**src/hdl/icmp_pkg.sv**
```systemverilog
`default_nettype none

package icmp_pkg;

	// ICMP message types. Other values may arrive on the receive side.
	typedef enum logic [7:0] {
		ECHO_REPLY   = 8'd0,
		ECHO_REQUEST = 8'd8
	} icmp_type_e;

	// The 8-byte ICMP header with the first byte on the wire in the top bits.
	typedef struct packed {
		icmp_type_e  msg_type;
		logic [7:0]  code;
		logic [15:0] checksum;
		logic [31:0] rest_of_header; // Identifier and sequence.
	} icmp_head_t;

	// Reply handed from the decoder to the transmitter.
	typedef struct packed {
		icmp_head_t  head;   // Finished reply header.
		logic [15:0] length; // Payload bytes waiting in the buffer.
	} reply_desc_t;

	// Receive path FSM.
	typedef enum logic [1:0] {
		DEC_IDLE,
		DEC_PAYLOAD,
		DEC_CHECK,
		DEC_HANDOFF
	} dec_state_e;

	// Transmit path FSM.
	typedef enum logic [1:0] {
		TX_IDLE,
		TX_REQ,
		TX_SEND,
		TX_RELEASE
	} tx_state_e;

endpackage

`default_nettype wire
```
**src/hdl/icmp_echo_responder.sv**
```systemverilog
`timescale 1ns/1ps
`default_nettype none

module icmp_echo_responder #(
	parameter int FIFO_AW = 6
) (
	input  wire                       clk,
	input  wire                       reset,
	input  wire                       rx_newhead,
	input  wire icmp_pkg::icmp_head_t rx_head,
	input  wire                       rx_dven,
	input  wire [7:0]                 rx_data,
	input  wire                       rx_error,
	input  wire                       tx_ack,
	output logic                      tx_req,
	output icmp_pkg::icmp_head_t      tx_head,
	output logic                      tx_dven,
	output logic [7:0]                tx_data,
	output logic [15:0]               reply_count,
	output logic [15:0]               drop_count
);
	import icmp_pkg::*;

	reply_desc_t desc;
	logic desc_req;
	logic desc_ack;
	logic wr_en;
	logic [7:0] wr_data;
	logic commit;
	logic rollback;
	logic full;
	logic rd_en;
	logic [7:0] rd_data;

	echo_request_decoder #(.FIFO_AW(FIFO_AW)) decoder0 (
		.clk(clk), .reset(reset), .rx_newhead(rx_newhead), .rx_head(rx_head),
		.rx_dven(rx_dven), .rx_data(rx_data), .rx_error(rx_error), .full(full),
		.desc_ack(desc_ack), .wr_en(wr_en), .wr_data(wr_data), .commit(commit),
		.rollback(rollback), .desc_req(desc_req), .desc(desc), .drop_count(drop_count)
	);

	echo_payload_buffer #(.FIFO_AW(FIFO_AW)) buffer0 (
		.clk(clk), .reset(reset), .wr_en(wr_en), .wr_data(wr_data), .commit(commit),
		.rollback(rollback), .rd_en(rd_en), .rd_data(rd_data), .full(full)
	);

	echo_reply_transmitter transmitter0 (
		.clk(clk), .reset(reset), .desc_req(desc_req), .desc(desc), .rd_data(rd_data),
		.tx_ack(tx_ack), .desc_ack(desc_ack), .rd_en(rd_en), .tx_req(tx_req),
		.tx_head(tx_head), .tx_dven(tx_dven), .tx_data(tx_data), .reply_count(reply_count)
	);

endmodule

`default_nettype wire

```
**src/hdl/echo_reply_transmitter.sv**
```systemverilog
`timescale 1ns/1ps
`default_nettype none

module echo_reply_transmitter (
	input  wire                        clk,
	input  wire                        reset,
	input  wire                        desc_req,
	input  wire icmp_pkg::reply_desc_t desc,
	input  wire [7:0]                  rd_data,
	input  wire                        tx_ack,
	output logic                       desc_ack,
	output logic                       rd_en,
	output logic                       tx_req,
	output icmp_pkg::icmp_head_t       tx_head,
	output logic                       tx_dven,
	output logic [7:0]                 tx_data,
	output logic [15:0]                reply_count
);
	import icmp_pkg::*;

	tx_state_e state;
	logic [15:0] remaining;
	logic take;

	assign take = (state == TX_IDLE) && desc_req && !desc_ack;
	assign rd_en = (state == TX_SEND) && (remaining != 16'd0);
	assign tx_data = rd_data; // Buffer output is already registered.

	always_ff @(posedge clk or posedge reset) begin
		if (reset) begin
			state <= TX_IDLE;
			desc_ack <= 1'b0;
			tx_req <= 1'b0;
			tx_dven <= 1'b0;
			remaining <= 16'd0;
			reply_count <= 16'd0;
		end else begin
			tx_dven <= rd_en; // Read data lags rd_en by one cycle.
			if (desc_ack && !desc_req)
				desc_ack <= 1'b0; // Last phase of the descriptor handoff.
			case (state)
				TX_IDLE: begin
					if (take) begin
						desc_ack <= 1'b1;
						remaining <= desc.length;
						state <= TX_REQ;
					end
				end
				TX_REQ: begin
					if (tx_req && tx_ack)
						state <= TX_SEND; // Link granted.
					else if (!tx_ack)
						tx_req <= 1'b1;
				end
				TX_SEND: begin
					if (rd_en) begin
						remaining <= remaining - 16'd1;
					end else begin
						tx_req <= 1'b0; // Last byte is on the link now.
						reply_count <= reply_count + 16'd1;
						state <= TX_RELEASE;
					end
				end
				TX_RELEASE: begin
					if (!tx_ack)
						state <= TX_IDLE;
				end
				default: state <= TX_IDLE;
			endcase
		end
	end

	// Header holds from descriptor latch to the end of the reply.
	always_ff @(posedge clk) begin
		if (take)
			tx_head <= desc.head;
	end

endmodule

`default_nettype wire

```
**src/hdl/echo_payload_buffer.sv**
```systemverilog
`timescale 1ns/1ps
`default_nettype none

module echo_payload_buffer #(
	parameter int FIFO_AW = 6
) (
	input  wire        clk,
	input  wire        reset,
	input  wire        wr_en,
	input  wire [7:0]  wr_data,
	input  wire        commit,
	input  wire        rollback,
	input  wire        rd_en,
	output logic [7:0] rd_data,
	output logic       full
);
	localparam int DEPTH = 1 << FIFO_AW;

	logic [7:0] mem [DEPTH];
	logic [FIFO_AW:0] wr_ptr; // Speculative write position.
	logic [FIFO_AW:0] cm_ptr; // End of the last committed frame.
	logic [FIFO_AW:0] rd_ptr;
	logic wr_ok;
	logic rd_ok;

	assign full = (wr_ptr[FIFO_AW] != rd_ptr[FIFO_AW]) &&
		(wr_ptr[FIFO_AW-1:0] == rd_ptr[FIFO_AW-1:0]);
	assign wr_ok = wr_en && !full;
	assign rd_ok = rd_en && (rd_ptr != cm_ptr); // Only committed bytes are visible.

	always_ff @(posedge clk or posedge reset) begin
		if (reset) begin
			wr_ptr <= '0;
			cm_ptr <= '0;
			rd_ptr <= '0;
		end else begin
			if (rollback)
				wr_ptr <= cm_ptr; // Discard the partial frame.
			else if (wr_ok)
				wr_ptr <= wr_ptr + 1'b1;
			if (commit)
				cm_ptr <= wr_ptr;
			if (rd_ok)
				rd_ptr <= rd_ptr + 1'b1;
		end
	end

	always_ff @(posedge clk) begin
		if (wr_ok)
			mem[wr_ptr[FIFO_AW-1:0]] <= wr_data;
		if (rd_ok)
			rd_data <= mem[rd_ptr[FIFO_AW-1:0]]; // Valid one cycle after rd_en.
	end

endmodule

`default_nettype wire

```
**src/hdl/echo_request_decoder.sv**
```systemverilog
`timescale 1ns/1ps
`default_nettype none

module echo_request_decoder #(
	parameter int FIFO_AW = 6
) (
	input  wire                      clk,
	input  wire                      reset,
	input  wire                      rx_newhead,
	input  wire icmp_pkg::icmp_head_t rx_head,
	input  wire                      rx_dven,
	input  wire [7:0]                rx_data,
	input  wire                      rx_error,
	input  wire                      full,
	input  wire                      desc_ack,
	output logic                     wr_en,
	output logic [7:0]               wr_data,
	output logic                     commit,
	output logic                     rollback,
	output logic                     desc_req,
	output icmp_pkg::reply_desc_t    desc,
	output logic [15:0]              drop_count
);
	import icmp_pkg::*;

	localparam int DEPTH = 1 << FIFO_AW;

	dec_state_e state;
	icmp_head_t reply_head;
	logic [15:0] sum;
	logic [15:0] final_sum;
	logic [15:0] head_sum;
	logic [15:0] len;
	logic [7:0] hi_byte;
	logic odd;
	logic err;
	logic lost;
	logic frame_ok;
	logic pending;
	logic accept;
	logic ok;

	// One's-complement add with end-around carry.
	function automatic logic [15:0] oc_add(input logic [15:0] a, input logic [15:0] b);
		logic [16:0] s;
		s = a + b;
		return s[15:0] + {15'd0, s[16]};
	endfunction

	assign accept = rx_newhead && (state == DEC_IDLE) &&
		(rx_head.msg_type == ECHO_REQUEST) && (rx_head.code == 8'd0);
	assign head_sum = oc_add(oc_add({rx_head.msg_type, rx_head.code}, rx_head.checksum),
		oc_add(rx_head.rest_of_header[31:16], rx_head.rest_of_header[15:0]));
	assign final_sum = odd ? oc_add(sum, {hi_byte, 8'h00}) : sum; // Pad odd last byte.
	assign pending = desc_req | desc_ack; // Previous descriptor not yet taken.
	assign ok = (final_sum == 16'hFFFF) && !err && !lost && !pending &&
		(len <= DEPTH[15:0]);

	assign wr_en = (state == DEC_PAYLOAD) && rx_dven && !full && !lost;
	assign wr_data = rx_data;
	assign commit = (state == DEC_HANDOFF) && frame_ok;
	assign rollback = (state == DEC_HANDOFF) && !frame_ok;

	always_ff @(posedge clk or posedge reset) begin
		if (reset) begin
			state <= DEC_IDLE;
			odd <= 1'b0;
			err <= 1'b0;
			lost <= 1'b0;
			frame_ok <= 1'b0;
			desc_req <= 1'b0;
			drop_count <= 16'd0;
		end else begin
			if (desc_req && desc_ack)
				desc_req <= 1'b0; // Second phase of the handoff.
			case (state)
				DEC_IDLE: begin
					if (accept) begin
						state <= DEC_PAYLOAD;
						odd <= 1'b0;
						err <= 1'b0;
						lost <= 1'b0;
					end
				end
				DEC_PAYLOAD: begin
					if (rx_dven) begin
						odd <= ~odd;
						if (rx_error)
							err <= 1'b1;
						if (full)
							lost <= 1'b1; // Byte dropped so the frame is bad.
					end else begin
						state <= DEC_CHECK;
					end
				end
				DEC_CHECK: begin
					frame_ok <= ok;
					if (ok)
						desc_req <= 1'b1; // Rises together with commit.
					else
						drop_count <= drop_count + 16'd1;
					state <= DEC_HANDOFF;
				end
				DEC_HANDOFF: state <= DEC_IDLE;
				default: state <= DEC_IDLE;
			endcase
		end
	end

	always_ff @(posedge clk) begin
		if (accept) begin
			sum <= head_sum;
			len <= 16'd0;
			reply_head <= '{msg_type: ECHO_REPLY, code: 8'd0,
				checksum: oc_add(rx_head.checksum, 16'h0800),
				rest_of_header: rx_head.rest_of_header};
		end else if ((state == DEC_PAYLOAD) && rx_dven) begin
			len <= len + 16'd1;
			if (!odd)
				hi_byte <= rx_data; // High byte of the next word.
			else
				sum <= oc_add(sum, {hi_byte, rx_data});
		end
		if ((state == DEC_CHECK) && ok)
			desc <= '{head: reply_head, length: len};
	end

endmodule

`default_nettype wire

```
**config.mk**
```make
export PLATFORM = sky130hd
export DESIGN_NAME = icmp_echo_responder
export DESIGN_NICKNAME = d
export VERILOG_FILES = /design/src/hdl/icmp_pkg.sv /design/src/hdl/icmp_echo_responder.sv /design/src/hdl/echo_reply_transmitter.sv /design/src/hdl/echo_payload_buffer.sv /design/src/hdl/echo_request_decoder.sv
export SDC_FILE = /design/constraint.sdc
export NUM_CORES = 1
export LEC_CHECK = 0
export BUFFER_PORTS_ARGS = -buffer_cell sky130_fd_sc_hd__buf_2
export CAP_MARGIN = 40
export CORE_MARGIN = 5
export CORE_UTILIZATION = 49
export CTS_BUF_LIST = sky130_fd_sc_hd__clkbuf_4
export DETAILED_ROUTE_END_ITERATION = 10
export PLACE_DENSITY = 0.76
export RECOVER_POWER = 50
export REMOVE_ABC_BUFFERS = 1
export SETUP_SLACK_MARGIN = 0.3
export SLEW_MARGIN = 20
export SYNTH_ARGS = -nofsm -noshare
export SYNTH_HDL_FRONTEND = slang
export SYNTH_SLANG_ARGS = --single-unit
```
**constraint.sdc**
```tcl
create_clock -name clk -period 4.7 [get_ports clk]
set_clock_uncertainty 0.15 [all_clocks]
set_input_delay 0.705 -clock clk [delete_from_list [all_inputs] [get_ports clk]]
set_output_delay 0.705 -clock clk [all_outputs]
set_load 0.02 [all_outputs]
```
==> flow_summary_export.csv <==
group,metric,value,unit
run_status,status,"finished, violations left",
run_status,violations,"negative setup slack",
worst_setup_path,r2r_slack,0.29,ns
clock_network,numCtsBuffers,199,
power,max-vdd-ir-drop,252,uV
run,cap_viol_max_count,0,
yosys,ys_ff_latch,801,
cells_and_area,nets,3058,
sta,fmax,0.177,GHz
placement,place_area,0.0392,sq mm
clock_network,cts_num_sinks,801,
sta,finalCriticalPeriod,5.66,ns
sta,finalSetupTns,-12.49,ns
die,core,0.0717,sq mm
power,power_frac_comb,0.234,
sta,timing.final.ws_setup,-0.965,ns
clock_network,htreeDepth,4,
die,io_pins,184,
yosys,ys_types,95,
placement,dpl.hpwl,56000,um
die,die_h,279,um
cells_and_area,drive_above_1_share,0.360,
power,clkPwrFrac,0.318,
power,p_leak,16.0,nW
global_routing,antenna_found_initial,8,
yosys,synth_cells,2229,
power,pwr-share-seq,0.447,
worst_setup_path,crit_arrival,6.25,ns
worst_setup_path,critPathSlowestCell,"fa_2",
routing,via_per_inst,5.61,
worst_hold_path,whs_path_depth,4,
worst_hold_path,min-delay-start,"rx_head[33]",
cells_and_area,final_cell_area,0.0438,sq mm
die,placementRows,98,
cells_and_area,areaGrowthSynthToFinish,23.0,%
power,p_switching,5.36,mW
routing,drt-initial-drc-count,2032,
routing,dr.pass1.iters,7,
worst_setup_path,r2r_start,"decoder0.sum[8]",
worst_setup_path,crit_fanout,3,
routing,antenna_left,0,
yosys,yosysSeqAreaShare,0.660,
worst_hold_path,holdPathEnd,"decoder0.reply_head[35]",
clock_network,clockBufferDepth,3,
placement,place_congestion,0.893,
routing,wl,87700,um
die,die_area,0.0781,sq mm
cells_and_area,final_common_cell,"edfxtp_1",
worst_setup_path,max_stage_delay,0.41,ns
routing,drc,0,
yosys,yosys_most_used_dff,"edfxtp_1",
power,power_density,418,mW/mm^2
yosys,async_flop_share,0.101,
worst_hold_path,hp-class,"input port to flip-flop",
routing,wire_per_inst,22.0,um
yosys,synth_area,0.0356,sq mm
sta,slew_headroom,0.408,
sta,finalCritPeriodShare,1.21,
sta,slew_violations,0,
global_routing,globalRouteTotalUtil,0.221,
clock_network,cts_tree,"done",
power,netSwitchingFraction,0.293,
die,dieWidth,279,um
global_routing,grt_max_degree,133,
sta,worst_pin_slew,0.885,ns
yosys,yosys_warnings,0,
worst_setup_path,start_kind,"input port",
worst_setup_path,critPathTopFamily,"compound AO/OA/AOI/OAI gates",
sta,hold_viol,0,
cells_and_area,final_cell_mix,"704 x edfxtp_1, 285 x clkbuf_4, 274 x buf_4, 168 x mux4_2, 163 x buf_2",
clock_network,clock_latency,1.01,ns
worst_setup_path,reg2reg_to,"decoder0.desc[6]",
cells_and_area,multi_input_area,0.0122,sq mm
die,start_util,0.496,
yosys,synth_edf_count,704,
sta,setup_violations,16,
global_routing,grt_overflow,0,
worst_setup_path,worstPathRequired,5.29,ns
yosys,avgSynthCellArea,16.0,sq um
sta,rsz0062_at_grt,"true",
clock_network,clk_pin_slew,0.06,ns
clock_network,clockRootBuffer,"clkbuf_4",
global_routing,first_global_vias,23300,
worst_setup_path,worstSetupPathType,"input port to flip-flop",
cells_and_area,ff_latch_area,0.0235,sq mm
worst_setup_path,endpoint_kind,"flip-flop",
global_routing,grt_pass1_wl,132000,um
worst_setup_path,r2r_cells,19,
cells_and_area,nFillCells,5129,
power,p_int,12.9,mW
routing,num_vias,22400,
worst_setup_path,path_buf_inv,4,
placement,io_buffer_count,167,
timing repair:
item	CTS	global route
hold endpoints to repair	149	0
resized for setup	85	84
hold buffers	60	0
pin swaps	55	71
setup buffers	20	18
setup endpoints to repair	98	95
cloned	3	4
logic make-up (layout without fill, tap and decap cells):
kind of cell | Yosys count | in the layout | share of synthesized area
compound gates | 270 | 270 | 0.0498
flops | 801 | 801 | 0.660
other cells | 1 | 23 | 0.000105
fa+ha+maj | 99 | 99 | 0.0359
mux | 184 | 184 | 0.111
xor+xnor | 189 | 189 | 0.0473
buf+inv | 143 | 931 | 0.0173
simple gates | 542 | 542 | 0.0780
layout make-up:
class | count | area share
clock buffer | 285 | 0.0489
sequential | 801 | 0.537
tap | 950 | 0.0272
inverter | 49 | 0.00472
clock inverter | 67 | 0.0102
antenna | 7 | 0.000400
timing repair buffer | 530 | 0.0922
multi-input combinational | 1300 | 0.280
power groups by stage:
stage	clock [mW]	combinational, mW	sequential [mW]
floorplan	0	2.21	8.36
global placement	0	3.54	8.31
detailed placement	0	3.67	8.33
CTS	5.98	3.95	8.18
global route	6.39	4.64	8.21
finish	5.82	4.29	8.19
tightest hold or removal path: stages:
cell     delay [ns]
buf_2          0.12
buf_4          0.15
nand3_1        0.09
xnor2_1        0.11
state kept, by name (all words and copies together), names as in the netlist, 8 cells and up:
register / cells
decoder0.hi_byte: 8
decoder0.desc: 64
transmitter0.reply_count: 16
transmitter0.remaining: 16
decoder0.len: 16
transmitter0.tx_head: 48
decoder0.reply_head: 48
buffer0.rd_data: 8
decoder0.drop_count: 16
buffer0.mem: 512
decoder0.sum: 16
cells in the mapped netlist (all sizes together) (6+ instances only):
cell    number  area [sq um]
xnor2      107           963
ha          94          1180
and2        12          75.1
o21a        13          97.6
a21o        32           240
or3         15          93.8
a31oi       13          81.3
clkbuf      51           194
dfxtp       16           320
nand2b      20           133
and3        27           169
a211oi      10          97.6
xor2        82           718
nor3        35           175
mux4       168          3780
nor2       159           613
nand4       29           188
nand3       48           240
nand2      116           435
edfxtp     704         21100
nor2b       15          93.8
nand3b      10          78.8
nor4        21           144
buf         43           238
or2          6          40.0
o21ai       62           314
mux2        12           135
inv         49           184
a21oi       85           433
o22ai        6          37.5
dfrtp       81          2030
routing by layer:
layer / track usage / share of wire / vias up
met5: 0 / 0.00046 / -
met2: 0.375 / 0.51 / 1012
li1: - / - / 10100
met1: 0.266 / 0.37 / 11100
met4: 0.0873 / 0.033 / 6
met3: 0.0683 / 0.084 / 204
per-stage QoR:
stage               instances   util  setup slack [ns]  power [mW]  hold WS [ns]
finish                   3989  0.610            -0.965        18.3         0.208
global placement         3518  0.547             -2.21        11.9         0.251
detailed placement       3520  0.547             -2.35        12.0         0.255
floorplan                2150      -             -2.35        10.6         0.250
global route             3988  0.610             -1.03        19.2        0.0957
CTS                      3955  0.600            -0.787        18.1       0.00384
worst max path at each step:
| stage | slack (ns) | startpoint | end | cells past startpoint |
|---|---|---|---|---|
| floorplan | -2.35 | buffer0.rd_ptr[0] | buffer0.mem[31][0] | 6 |
| global placement | -2.21 | rx_head[32] | decoder0.sum[15] | 35 |
| detailed placement | -2.35 | rx_head[0] | decoder0.sum[10] | 32 |
| CTS | -0.79 | rx_head[48] | decoder0.sum[15] | 35 |
| global route | -1.03 | rx_head[48] | decoder0.sum[12] | 40 |
| finish | -0.96 | rx_head[0] | decoder0.sum[10] | 33 |
Power figures use the tool's default switching activity.
